--- src/logic/hc_pkg.sv ---
// ================================================
// Shared definitions for the host ring-buffer reader
// Widths, ring and scoreboard sizes, vector types
// and the register map
// ================================================

`default_nettype none

package hc_pkg;

    // ================================================
    // Widths and sizes
    // ================================================

    // One ring line as the host writes it
    localparam int LINE_BITS = 64;

    // Host addresses are counted in lines and not in bytes
    localparam int ADDR_BITS = 32;

    // The ring holds 256 lines, so an index wraps by itself
    localparam int RING_IDX_BITS = 8;

    // Reorder slots, one per read that may be in flight
    localparam int ROB_ENTRIES  = 16;
    localparam int ROB_TAG_BITS = 4;

    // Register select width on the register port
    localparam int CSR_SEL_BITS = 2;

    // ================================================
    // Vector types
    // ================================================

    typedef logic [LINE_BITS-1:0]     line_data_t;
    typedef logic [ADDR_BITS-1:0]     line_addr_t;
    typedef logic [RING_IDX_BITS-1:0] ring_idx_t;
    typedef logic [ROB_TAG_BITS-1:0]  rob_tag_t;
    typedef logic [CSR_SEL_BITS-1:0]  csr_sel_t;

    // Register map
    localparam csr_sel_t CSR_BASE_ADDR  = 2'd0;
    localparam csr_sel_t CSR_NEWEST_IDX = 2'd1;
    localparam csr_sel_t CSR_OLDEST_IDX = 2'd2;

endpackage

`default_nettype wire
--- src/logic/hc_host_reader_top.sv ---
// ================================================
// Top level of the host ring-buffer reader
// Joins the register block and the ring reader
// ================================================

`default_nettype none

module hc_host_reader_top
(
    input  wire logic               clk,
    input  wire logic               reset_n,
    // Register port
    input  wire logic               csr_wr_en,
    input  wire hc_pkg::csr_sel_t   csr_sel,
    input  wire hc_pkg::line_addr_t csr_wdata,
    output hc_pkg::line_addr_t      csr_rdata,
    // Memory request and response
    output logic                    rd_req,
    output hc_pkg::line_addr_t      rd_addr,
    output hc_pkg::rob_tag_t        rd_tag,
    input  wire logic               rd_grant,
    input  wire logic               rsp_valid,
    input  wire hc_pkg::rob_tag_t   rsp_tag,
    input  wire hc_pkg::line_data_t rsp_data,
    // Consumer
    output logic                    out_valid,
    output hc_pkg::line_data_t      out_data,
    input  wire logic               out_enable,
    // Status
    output hc_pkg::ring_idx_t       oldest_idx
);

    import hc_pkg::*;

    // Register values that steer the reader
    line_addr_t base_addr;
    ring_idx_t  newest_idx;

    hc_csr u_csr
    (
        .clk        (clk),
        .reset_n    (reset_n),
        .csr_wr_en  (csr_wr_en),
        .csr_sel    (csr_sel),
        .csr_wdata  (csr_wdata),
        .oldest_idx (oldest_idx),
        .csr_rdata  (csr_rdata),
        .base_addr  (base_addr),
        .newest_idx (newest_idx)
    );

    hc_fifo_from_host u_reader
    (
        .clk        (clk),
        .reset_n    (reset_n),
        .base_addr  (base_addr),
        .newest_idx (newest_idx),
        .rd_grant   (rd_grant),
        .rsp_valid  (rsp_valid),
        .rsp_tag    (rsp_tag),
        .rsp_data   (rsp_data),
        .out_enable (out_enable),
        .rd_req     (rd_req),
        .rd_addr    (rd_addr),
        .rd_tag     (rd_tag),
        .out_valid  (out_valid),
        .out_data   (out_data),
        .oldest_idx (oldest_idx)
    );

endmodule

`default_nettype wire

--- src/logic/hc_fifo_from_host.sv ---
// ================================================
// Ring-buffer reader from host memory
// Issues line reads as the host publishes data,
// sorts the tagged responses back into ring order
// and hands them to the consumer
// ================================================

`default_nettype none

module hc_fifo_from_host
(
    input  wire logic               clk,
    input  wire logic               reset_n,
    input  wire hc_pkg::line_addr_t base_addr,
    input  wire hc_pkg::ring_idx_t  newest_idx,
    input  wire logic               rd_grant,
    input  wire logic               rsp_valid,
    input  wire hc_pkg::rob_tag_t   rsp_tag,
    input  wire hc_pkg::line_data_t rsp_data,
    input  wire logic               out_enable,
    output logic                    rd_req,
    output hc_pkg::line_addr_t      rd_addr,
    output hc_pkg::rob_tag_t        rd_tag,
    output logic                    out_valid,
    output hc_pkg::line_data_t      out_data,
    output hc_pkg::ring_idx_t       oldest_idx
);

    import hc_pkg::*;

    // Ring index of the next line to request
    ring_idx_t next_idx;

    // Scoreboard side
    logic       slot_rdy;
    rob_tag_t   alloc_tag;
    logic       head_valid;
    line_data_t head_data;
    logic       alloc_en;
    logic       release_en;

    // Output queue side
    logic fifo_not_full;

    // ================================================
    // Read requests
    // ================================================

    // Ask for a line while the host has published more than was requested
    // and a reorder slot is free to receive it
    assign rd_req = (next_idx != newest_idx) && slot_rdy;

    // The address is formed by adding, so the ring base needs no alignment
    // Wrap still relies on the ring size being a power of two
    assign rd_addr = base_addr + line_addr_t'(next_idx);

    // The tag is the slot that the grant will claim
    assign rd_tag   = alloc_tag;
    assign alloc_en = rd_grant;

    always_ff @(posedge clk)
    begin
        if (!reset_n)
        begin
            next_idx <= '0;
        end
        else if (rd_grant)
        begin
            // The request was taken, so move on to the next line
            next_idx <= next_idx + 1'b1;
        end
    end

    // ================================================
    // Reorder and release
    // ================================================

    hc_scoreboard u_scoreboard
    (
        .clk        (clk),
        .reset_n    (reset_n),
        .alloc_en   (alloc_en),
        .fill_en    (rsp_valid),
        .fill_tag   (rsp_tag),
        .fill_data  (rsp_data),
        .release_en (release_en),
        .slot_rdy   (slot_rdy),
        .alloc_tag  (alloc_tag),
        .head_valid (head_valid),
        .head_data  (head_data)
    );

    // Move the head line on when it has arrived and the queue has room
    assign release_en = head_valid && fifo_not_full;

    // The oldest index follows lines as they leave the scoreboard
    // It tells the host which ring lines may be overwritten
    always_ff @(posedge clk)
    begin
        if (!reset_n)
        begin
            oldest_idx <= '0;
        end
        else if (release_en)
        begin
            oldest_idx <= oldest_idx + 1'b1;
        end
    end

    hc_fifo2 u_out_fifo
    (
        .clk       (clk),
        .reset_n   (reset_n),
        .enq_en    (release_en),
        .enq_data  (head_data),
        .deq_en    (out_enable),
        .not_full  (fifo_not_full),
        .not_empty (out_valid),
        .first     (out_data)
    );

endmodule

`default_nettype wire

--- src/logic/hc_fifo2.sv ---
// ================================================
// Two-entry output queue toward the consumer
// Registers the line stream so that the consumer
// sees no path back into the scoreboard
// ================================================

`default_nettype none

module hc_fifo2
(
    input  wire logic               clk,
    input  wire logic               reset_n,
    input  wire logic               enq_en,
    input  wire hc_pkg::line_data_t enq_data,
    input  wire logic               deq_en,
    output logic                    not_full,
    output logic                    not_empty,
    output hc_pkg::line_data_t      first
);

    import hc_pkg::*;

    // Entry 0 is always the head, entry 1 waits behind it
    logic       valid0;
    logic       valid1;
    line_data_t data0;
    line_data_t data1;

    // Requests are only honoured when the queue can take them
    logic enq_ok;
    logic deq_ok;

    assign enq_ok = enq_en && !valid1;
    assign deq_ok = deq_en && valid0;

    // A new line goes to the head when the head is free or leaving now
    logic enq_to_head;
    assign enq_to_head = !valid0 || deq_ok;

    always_ff @(posedge clk)
    begin
        if (!reset_n)
        begin
            valid0 <= 1'b0;
            valid1 <= 1'b0;
        end
        else
        begin
            // A dequeue shifts the second entry forward
            if (deq_ok)
            begin
                valid0 <= valid1;
                valid1 <= 1'b0;
            end

            if (enq_ok)
            begin
                if (enq_to_head)
                    valid0 <= 1'b1;
                else
                    valid1 <= 1'b1;
            end
        end
    end

    always_ff @(posedge clk)
    begin
        if (deq_ok)
        begin
            data0 <= data1;
        end

        if (enq_ok)
        begin
            if (enq_to_head)
                data0 <= enq_data;
            else
                data1 <= enq_data;
        end
    end

    assign not_full  = !valid1;
    assign not_empty = valid0;
    assign first     = data0;

endmodule

`default_nettype wire

--- src/logic/hc_scoreboard.sv ---
// ================================================
// Reorder scoreboard for ring line reads
// Hands out tags in order, takes responses by tag
// in any order and releases lines in tag order
// ================================================

`default_nettype none

module hc_scoreboard
(
    input  wire logic               clk,
    input  wire logic               reset_n,
    input  wire logic               alloc_en,
    input  wire logic               fill_en,
    input  wire hc_pkg::rob_tag_t   fill_tag,
    input  wire hc_pkg::line_data_t fill_data,
    input  wire logic               release_en,
    output logic                    slot_rdy,
    output hc_pkg::rob_tag_t        alloc_tag,
    output logic                    head_valid,
    output hc_pkg::line_data_t      head_data
);

    import hc_pkg::*;

    // Next slot to hand out, which is also the tag of the next request
    rob_tag_t alloc_ptr;

    // Oldest allocated slot, the one that must leave first
    rob_tag_t rel_ptr;

    // Number of allocated slots, one bit wider than a tag so that full is visible
    logic [ROB_TAG_BITS:0] used_cnt;

    // One bit per slot, set when the response for that slot has arrived
    logic [ROB_ENTRIES-1:0] filled;

    // Response payload, indexed by tag
    line_data_t slot_data [ROB_ENTRIES];

    // ================================================
    // Allocation and release pointers
    // ================================================

    assign slot_rdy  = (used_cnt != (ROB_TAG_BITS + 1)'(ROB_ENTRIES));
    assign alloc_tag = alloc_ptr;

    always_ff @(posedge clk)
    begin
        if (!reset_n)
        begin
            alloc_ptr <= '0;
            rel_ptr   <= '0;
            used_cnt  <= '0;
        end
        else
        begin
            // Both pointers wrap naturally at the slot count
            if (alloc_en)
            begin
                alloc_ptr <= alloc_ptr + 1'b1;
            end

            if (release_en)
            begin
                rel_ptr <= rel_ptr + 1'b1;
            end

            // An allocation and a release in the same cycle cancel out
            case ({alloc_en, release_en})
                2'b10:   used_cnt <= used_cnt + 1'b1;
                2'b01:   used_cnt <= used_cnt - 1'b1;
                default: used_cnt <= used_cnt;
            endcase
        end
    end

    // ================================================
    // Fill tracking and payload
    // ================================================

    // A fill and a release never touch the same slot in one cycle,
    // because a slot must already be filled before it can leave
    always_ff @(posedge clk)
    begin
        if (!reset_n)
        begin
            filled <= '0;
        end
        else
        begin
            if (release_en)
            begin
                filled[rel_ptr] <= 1'b0;
            end

            if (fill_en)
            begin
                filled[fill_tag] <= 1'b1;
            end
        end
    end

    always_ff @(posedge clk)
    begin
        if (fill_en)
        begin
            slot_data[fill_tag] <= fill_data;
        end
    end

    // The head is ready once the oldest request has its response
    // Later slots may already be filled, but they wait their turn
    assign head_valid = filled[rel_ptr];
    assign head_data  = slot_data[rel_ptr];

endmodule

`default_nettype wire

--- src/logic/hc_csr.sv ---
// ================================================
// Register block beside the ring reader
// Holds the ring base address and the newest index
// written by the host, and reads back the oldest
// index that the reader has released
// ================================================

`default_nettype none

module hc_csr
(
    input  wire logic               clk,
    input  wire logic               reset_n,
    input  wire logic               csr_wr_en,
    input  wire hc_pkg::csr_sel_t   csr_sel,
    input  wire hc_pkg::line_addr_t csr_wdata,
    input  wire hc_pkg::ring_idx_t  oldest_idx,
    output hc_pkg::line_addr_t      csr_rdata,
    output hc_pkg::line_addr_t      base_addr,
    output hc_pkg::ring_idx_t       newest_idx
);

    import hc_pkg::*;

    // Host writes land on the next edge and go straight to the reader
    always_ff @(posedge clk)
    begin
        if (!reset_n)
        begin
            base_addr  <= '0;
            newest_idx <= '0;
        end
        else if (csr_wr_en)
        begin
            case (csr_sel)
                CSR_BASE_ADDR:
                begin
                    base_addr <= csr_wdata;
                end
                CSR_NEWEST_IDX:
                begin
                    // Only the low bits form a ring index
                    newest_idx <= ring_idx_t'(csr_wdata);
                end
                default:
                begin
                    // The oldest index is read only, writes to it are dropped
                end
            endcase
        end
    end

    // Readback is combinational from the select
    // Indices are zero extended to the register width
    always_comb
    begin
        case (csr_sel)
            CSR_BASE_ADDR:  csr_rdata = base_addr;
            CSR_NEWEST_IDX: csr_rdata = line_addr_t'(newest_idx);
            CSR_OLDEST_IDX: csr_rdata = line_addr_t'(oldest_idx);
            default:        csr_rdata = '0;
        endcase
    end

endmodule

`default_nettype wire

--- config.mk ---
export PLATFORM = sky130hd
export DESIGN_NAME = hc_host_reader_top
export DESIGN_NICKNAME = d
export VERILOG_FILES = /design/src/logic/hc_pkg.sv /design/src/logic/hc_host_reader_top.sv /design/src/logic/hc_fifo_from_host.sv /design/src/logic/hc_fifo2.sv /design/src/logic/hc_scoreboard.sv /design/src/logic/hc_csr.sv
export SDC_FILE = /design/constraint.sdc
export NUM_CORES = 1
export LEC_CHECK = 0
export BUFFER_PORTS_ARGS = -buffer_cell sky130_fd_sc_hd__buf_2
export CAP_MARGIN = 20
export CORE_ASPECT_RATIO = 1.2
export CORE_MARGIN = 3
export CORE_UTILIZATION = 45
export DETAILED_ROUTE_END_ITERATION = 10
export SKIP_CTS_REPAIR_TIMING = 1
export SYNTH_ARGS = -nofsm -noshare
export SYNTH_HDL_FRONTEND = slang
export SYNTH_SLANG_ARGS = --single-unit
--- constraint.sdc ---
create_clock -name clk -period 19.1 [get_ports clk]
set_input_delay 1.91 -clock clk [delete_from_list [all_inputs] [get_ports clk]]
set_output_delay 1.91 -clock clk [all_outputs]
set_load 0.02 [all_outputs]
==> key figures, run 1 <==
Outcome
  • Status: completed

Timing
  • Maximum achievable frequency: 186 MHz
  • Total negative slack for setup checks: 0 ps
  • Actual slew at the worst max-slew pin: 1090 ps
  • Shortest period the worst path allows: 5380 ps
  • Count of pins over their slew limit: 0
  • Clock Skew: 25.3 ps
  • Remaining max-slew budget at the tightest pin: 0.274
  • RSZ-0062 raised after global routing: false
  • Hold violation total from the final report: 0
  • # setup viols final: 0
  • Share of the clock period used by the worst path: 0.282

Placed design
  • Placed Instances: 3912
  • Final weighted congestion of routability-driven global placement: 0.818
  • Number of buffers added on ports: 249
  • Estimated wirelength of the detail-placed design: 60400 um

Route
  • Routed wl met3: 5650 um
  • Via density per instance: 5.67
  • ANT nets after route: 0
  • Violation count after the first detailed-routing iteration: 2001
  • Amount of wire on met2 after detailed routing: 56600 um
  • Top sig layer: met5
  • Metal-1 WL: 45700 um
  • Number of detailed-routing iterations run before antenna repair: 5
  • Detailed-route DRC error count: 0
  • Wire length after detailed routing: 111000 um
  • Final routed wire length divided by cell count: 26.7 um
  • Total number of vias: 23534

Critical path
  • Worst path max stage delay: 630 ps
  • Critical-path cell list: ha_1, nor2_1, or4b_1, nor2_1, o2111ai_1, xnor2_1, buf_2
  • Worst path bufs/invs: 1
  • Worst r2r dst: u_reader.u_out_fifo.first[53]
  • Startpoint types: flop
  • Critical setup path kind: reg2out
  • Required time of the critical path: 17190 ps
  • Max stage delay cell, worst path: sky130_fd_sc_hd__nor2_1
  • Crit path DAT: 3470 ps
  • Top fanout value on the critical path: 10
  • Worst reg-to-reg setup slack: 14800 ps
  • CP most frequent cell: sky130_fd_sc_hd__nor2_1
  • Kind of capture point of the worst setup path: output pin
  • Depth of the worst register-to-register path: 5
  • Top cell family by delay on the critical path: simple AND/OR/NAND/NOR gates

Pwr
  • Leakage power summed over all cells: 0.0179 uW
  • Power density normalized to cell area: 114 mW/mm2
  • Part of the total power dissipated in combinational logic: 0.122
  • Int Pwr: 4850 uW
  • Register share of total power: 0.498
  • Clk network pwr share: 0.380
  • Peak supply drop: 0.0864 mV
  • Sw Share: 0.235
  • Net Sw Power: 1490 uW
  • Total power: 6340 uW

Floorplanning
  • Die span in x: 305 um
  • Die outline height: 365 um
  • IO Pins: 250
  • DIE AREA: 0.111 mm2
  • Placement Rows: 131
  • Core footprint: 0.107 mm2
  • Initial standard-cell utilization of the core: 0.454

GRT
  • Initial antenna violation count: 14
  • Maximum number of pins on one net before global-route repair: 71
  • Via count of the first global-routing pass: 24844
  • Global routing usage summed across all routing layers: 0.199
  • Overflow left after global routing: 0
  • Wire length of the first global-routing pass: 164000 um

Yosys
  • Flop and latch count out of synthesis: 1243
  • Sequential share of the synthesized area: 0.740
  • Most used flip-flop cell after synthesis: sky130_fd_sc_hd__edfxtp_1
  • Number of standard cells after synthesis: 2344
  • Net Count, Synth: 2472
  • Number of enable-type register cells in the synthesized netlist: 1088
  • Post-synthesis cell type count: 54
  • Share of flip-flops with an asynchronous set or reset after synthesis: 0
  • Yosys warns: 0
  • Cell area after synthesis: 0.0484 mm2
  • Post-Synthesis Mean Instance Area: 20.6 um2

Clocking
  • Num CTS Buffers: 118
  • Bufs on Longest Clock Path: 3
  • Clock Latency Late Sink: 730 ps
  • CTS Root Buffer Type: sky130_fd_sc_hd__clkbuf_16
  • TritonCTS clock tree: yes
  • Clock Pin Slew Worst Setup and Hold Paths: 60 ps
  • Number of sinks driven by the clock tree: 1243
  • Number of levels the H-tree was split into: 3

Worst hold path
  • Hold path endpoint: u_reader.u_scoreboard.used_cnt[4]
  • Hold WC Path Type: reg2reg
  • Cells on Worst Hold Path: 2
  • Startpoint of the most critical hold path: u_reader.u_scoreboard.used_cnt[4]

Layout
  • Ratio of cells with drive above 1 in the final layout: 0.343
  • # nets final: 2768
  • Commonest cells after routing, fill and taps aside: sky130_fd_sc_hd__edfxtp_1 (1088), sky130_fd_sc_hd__mux4_2 (303), sky130_fd_sc_hd__buf_2 (249)
  • Most frequent standard cell in the layout excluding fill and tap cells: sky130_fd_sc_hd__edfxtp_1
  • Post-layout util: 0.520
  • Fill cells: 8457
  • Non-filler instance count after layout: 4147
  • Area growth from synthesis to layout: 14.5%

Job
  • Count of maximum capacitance violations: 0
[power by group through the flow]
stage | Combinational (uW) | Clock (uW) | Sequential (uW)
6_report | 774 | 2410 | 3160
5_1_grt | 834 | 2570 | 3170
4_1_cts | 786 | 2470 | 3160
3_5_place_dp | 785 | 0 | 3220
3_3_place_gp | 769 | 0 | 3210
2_1_floorplan | 470 | 0 | 3280
[metal layers]
layer,GRT usage,vias up
met1,0.260,12500
met3,0.0342,196
met4,0.0567,10
li1,-,10210
met5,0,-
met2,0.346,618
[cell usage after synthesis, types with 19 or more instances]
master | count | area, um2
sky130_fd_sc_hd__mux2i_1 | 35 | 350
sky130_fd_sc_hd__xnor2_1 | 38 | 333
sky130_fd_sc_hd__a21oi_1 | 63 | 315
sky130_fd_sc_hd__edfxtp_1 | 1088 | 32700
sky130_fd_sc_hd__inv_1 | 20 | 75.1
sky130_fd_sc_hd__buf_4 | 27 | 203
sky130_fd_sc_hd__clkbuf_1 | 63 | 236
sky130_fd_sc_hd__ha_1 | 19 | 238
sky130_fd_sc_hd__o21ai_0 | 31 | 155
sky130_fd_sc_hd__dfxtp_1 | 155 | 3100
sky130_fd_sc_hd__mux2_2 | 128 | 1440
sky130_fd_sc_hd__mux4_2 | 303 | 6820
sky130_fd_sc_hd__and2_1 | 29 | 181
sky130_fd_sc_hd__nand2_1 | 99 | 372
sky130_fd_sc_hd__nor2_1 | 46 | 173
[worst reg2reg max path, cell delays in order, from the launching register on]
cell and delay [ps]:
sky130_fd_sc_hd__dfxtp_4 990, sky130_fd_sc_hd__buf_4 900, sky130_fd_sc_hd__buf_4 1000, sky130_fd_sc_hd__mux4_2 490, sky130_fd_sc_hd__mux4_2 510, sky130_fd_sc_hd__mux2_2 280
[stage by stage]
step | hold slack [ps] | instance area (um2) | worst slack, ps
finish | 475 | 55400 | 13720
global route | 494 | 55400 | 13530
CTS | 478 | 55300 | 13670
detailed placement | 467 | 51200 | 13670
global placement | 458 | 51200 | 13780
floorplan | 446 | 48400 | 11710
[registers in the layout, indices dropped and copies added, names as in the netlist, 5 cells and up, named ones only]
| signal | flops |
|---|---|
| u_csr.newest_idx | 8 |
| u_reader.u_scoreboard.slot_data | 1024 |
| u_reader.oldest_idx | 8 |
| u_reader.u_scoreboard.filled | 16 |
| u_csr.base_addr | 32 |
| u_reader.next_idx | 8 |
| u_reader.u_scoreboard.used_cnt | 5 |
| u_reader.u_out_fifo.data1 | 64 |
| u_reader.u_out_fifo.first | 64 |
[worst max-delay path by stage]
| stage | from | end | cells past startpoint |
|---|---|---|---|
| 2_1_floorplan | rsp_tag[1] | u_reader.u_scoreboard.slot_data[0][0] | 2 |
| 3_3_place_gp | csr_sel[0] | csr_rdata[23] | 4 |
| 3_5_place_dp | csr_sel[0] | csr_rdata[8] | 4 |
| 4_1_cts | csr_sel[0] | csr_rdata[8] | 4 |
| 5_1_grt | u_reader.next_idx[7] | rd_addr[23] | 7 |
| 6_report | u_reader.next_idx[7] | rd_addr[23] | 7 |
[area by class of cell]
class	instances	area [um2]	share of cell area
flip-flops and latches	1243	35800	0.646
multi-input cells	960	12000	0.217
clock buffers	157	3240	0.0586
well taps	1396	1750	0.0315
repair buffers	296	1690	0.0305
clock inverters	69	817	0.0148
inverters	21	83.8	0.00151
diodes	5	12.5	0.000226
[kinds of logic after synthesis]
family                   count (synthesis)  synth area share
AO/OA/AOI/OAI                          143            0.0175
AND/OR/NAND/NOR                        265            0.0266
flip-flops                            1243             0.740
adder cells (fa/ha/maj)                 20           0.00533
XOR/XNOR                                49           0.00888
multiplexers                           483             0.187
buffers and inverters                  141            0.0145
Note: power is estimated with default switching activity, not from simulation.
==> run 2, diff against run 1 <==
Clock period 19.1 ns to 4.7 ns, I/O delays scaled along.
==> run 2 against run 1 <==
Effect of this change: combinational power rose to 4.1 times the previous value; setup slack got worse by 13000 ps; cell count rose by 0.68%; routed wire length rose by 0.72%; critical endpoint is now rd_addr[29]; largest cell class unchanged; highest routed layer unchanged.
==> key figures, run 2 (synthesis results as in run 1) <==
Critical path
  • Startpoint types: flop
  • Kind of capture point of the worst setup path: output pin
  • Top fanout value on the critical path: 10
  • Required time of the critical path: 4230 ps
  • Crit path DAT: 3310 ps
  • Critical setup path kind: reg2out

GRT
  • Initial antenna violation count: 22
  • Overflow left after global routing: 0
  • Maximum number of pins on one net before global-route repair: 65
  • Via count of the first global-routing pass: 24761
  • Global routing usage summed across all routing layers: 0.201
  • Wire length of the first global-routing pass: 165000 um

Route
  • Via density per instance: 5.67
  • Total number of vias: 23659
  • Final routed wire length divided by cell count: 26.7 um
  • Detailed-route DRC error count: 0
  • ANT nets after route: 0
  • Wire length after detailed routing: 111000 um
  • Violation count after the first detailed-routing iteration: 1794
  • Number of detailed-routing iterations run before antenna repair: 5

Pwr
  • Total power: 25800 uW
  • Leakage power summed over all cells: 0.0181 uW
  • Power density normalized to cell area: 462 mW/mm2
  • Peak supply drop: 0.506 mV

Layout
  • Sequential cell area in the final layout: 0.0358 mm2
  • Commonest cells after routing, fill and taps aside: sky130_fd_sc_hd__edfxtp_1 (1088), sky130_fd_sc_hd__mux4_2 (303), sky130_fd_sc_hd__buf_2 (249)
  • Largest reg by FF count: u_reader.u_scoreboard.slot_data
  • Area of the multi-input gates: 0.0120 mm2
  • # nets final: 2794
  • Ratio of cells with drive above 1 in the final layout: 0.345
  • Fill cells: 8381
  • Post-layout util: 0.524
  • Max reg flops: 1024
  • Area growth from synthesis to layout: 15.5%
  • Design Area, Final: 0.0559 mm2
  • Most frequent standard cell in the layout excluding fill and tap cells: sky130_fd_sc_hd__edfxtp_1

Timing
  • # setup viols final: 0
  • Shortest period the worst path allows: 3780 ps
  • Remaining max-slew budget at the tightest pin: 0.288
  • Actual slew at the worst max-slew pin: 1070 ps
  • Count of pins over their slew limit: 0
  • Maximum achievable frequency: 264 MHz
  • Clock Skew: 21.7 ps
  • Total negative slack for setup checks: 0 ps
  • Hold violation total from the final report: 0
  • Share of the clock period used by the worst path: 0.805
  • RSZ-0062 raised after global routing: false

Floorplanning
  • DIE AREA: 0.111 mm2
  • Core footprint: 0.107 mm2
  • IO Pins: 250
  • Die outline height: 365 um
  • Initial standard-cell utilization of the core: 0.454
  • Die span in x: 305 um
  • Placement Rows: 131

Clocking
  • Number of levels the H-tree was split into: 3
  • Clock Pin Slew Worst Setup and Hold Paths: 60 ps
  • CTS Root Buffer Type: sky130_fd_sc_hd__clkbuf_16
  • Clock Latency Late Sink: 720 ps
  • Bufs on Longest Clock Path: 3
  • Num CTS Buffers: 119
  • Number of sinks driven by the clock tree: 1243
  • TritonCTS clock tree: yes

Placed design
  • Placed Area: 0.0516 mm2
  • Final weighted congestion of routability-driven global placement: 0.808
  • Number of buffers added on ports: 249
  • Estimated wirelength of the detail-placed design: 60300 um

Job
  • Count of maximum capacitance violations: 0

Outcome
  • Status: completed

Worst hold path
  • Hold WC Path Type: in2reg
-- run 2: cell count changes in the layout (fill, tap and decap cells not counted), moves of 4 or more --
| cell | previous run | this run |
|---|---|---|
| sky130_fd_sc_hd__buf_4 | 41 | 30 |
| sky130_fd_sc_hd__clkinv_2 | 19 | 26 |
| sky130_fd_sc_hd__buf_12 | 2 | 23 |
| sky130_fd_sc_hd__nor3_2 | 4 | 0 |
| sky130_fd_sc_hd__nor3_4 | 0 | 4 |
| sky130_fd_sc_hd__clkinv_1 | 17 | 11 |
| sky130_fd_sc_hd__dlygate4sd3_1 | 0 | 17 |
-- run 2: report_power, final --
group          switching (uW)  internal (uW)  total, uW
combinational            1590           1560       3150
clock                    4120           5660       9780
sequential                353          12500      12900
-- run 2: worst paths after layout --
check / end / slack, ps / start / cells past startpoint
max: rd_addr[29] / 920 / u_reader.next_idx[7] / 7
min: u_csr.base_addr[14] / 10 / csr_wdata[14] / 3
max reg2reg: u_reader.u_scoreboard.used_cnt[3] / 950 / u_reader.u_scoreboard.rel_ptr[1] / 11
min reg2reg: u_reader.u_scoreboard.used_cnt[4] / 480 / u_reader.u_scoreboard.used_cnt[4] / 2
-- run 2: metrics by stage --
step                hold slack, ps  cells  worst slack, ps
floorplan                      446   2344              176
global placement               466   3921             1140
detailed placement             473   3922             1040
CTS                          -58.7   4150              866
global route                 0.575   4170              711
finish                        10.2   4175              919
-- run 2: critical path, stage by stage (launching register included) --
cell and delay, ps:
sky130_fd_sc_hd__dfxtp_1 340, sky130_fd_sc_hd__ha_1 420, sky130_fd_sc_hd__nor2_1 90, sky130_fd_sc_hd__or4b_1 540
sky130_fd_sc_hd__nor2_1 580, sky130_fd_sc_hd__o2111ai_1 250, sky130_fd_sc_hd__xnor2_1 200, sky130_fd_sc_hd__buf_2 190
-- run 2: per-layer routing --
metal  up-vias  routed length [um]  track usage
met5         -                 111            0
met4        18                2370       0.0546
met3       184                6480       0.0380
met2       671               56800        0.347
met1     12523               45600        0.262
li1      10263                   -            -
-- run 2: layout make-up --
class                           instances  share of cell area
Sequential cell                      1243               0.641
Multi-Input combinational cell        960               0.215
Clock buffer                          162              0.0598
Timing Repair Buffer                  321              0.0386
Tap cell                             1396              0.0313
Clock inverter                         66              0.0127
Inverter                               21             0.00150
Antenna cell                            6            0.000269
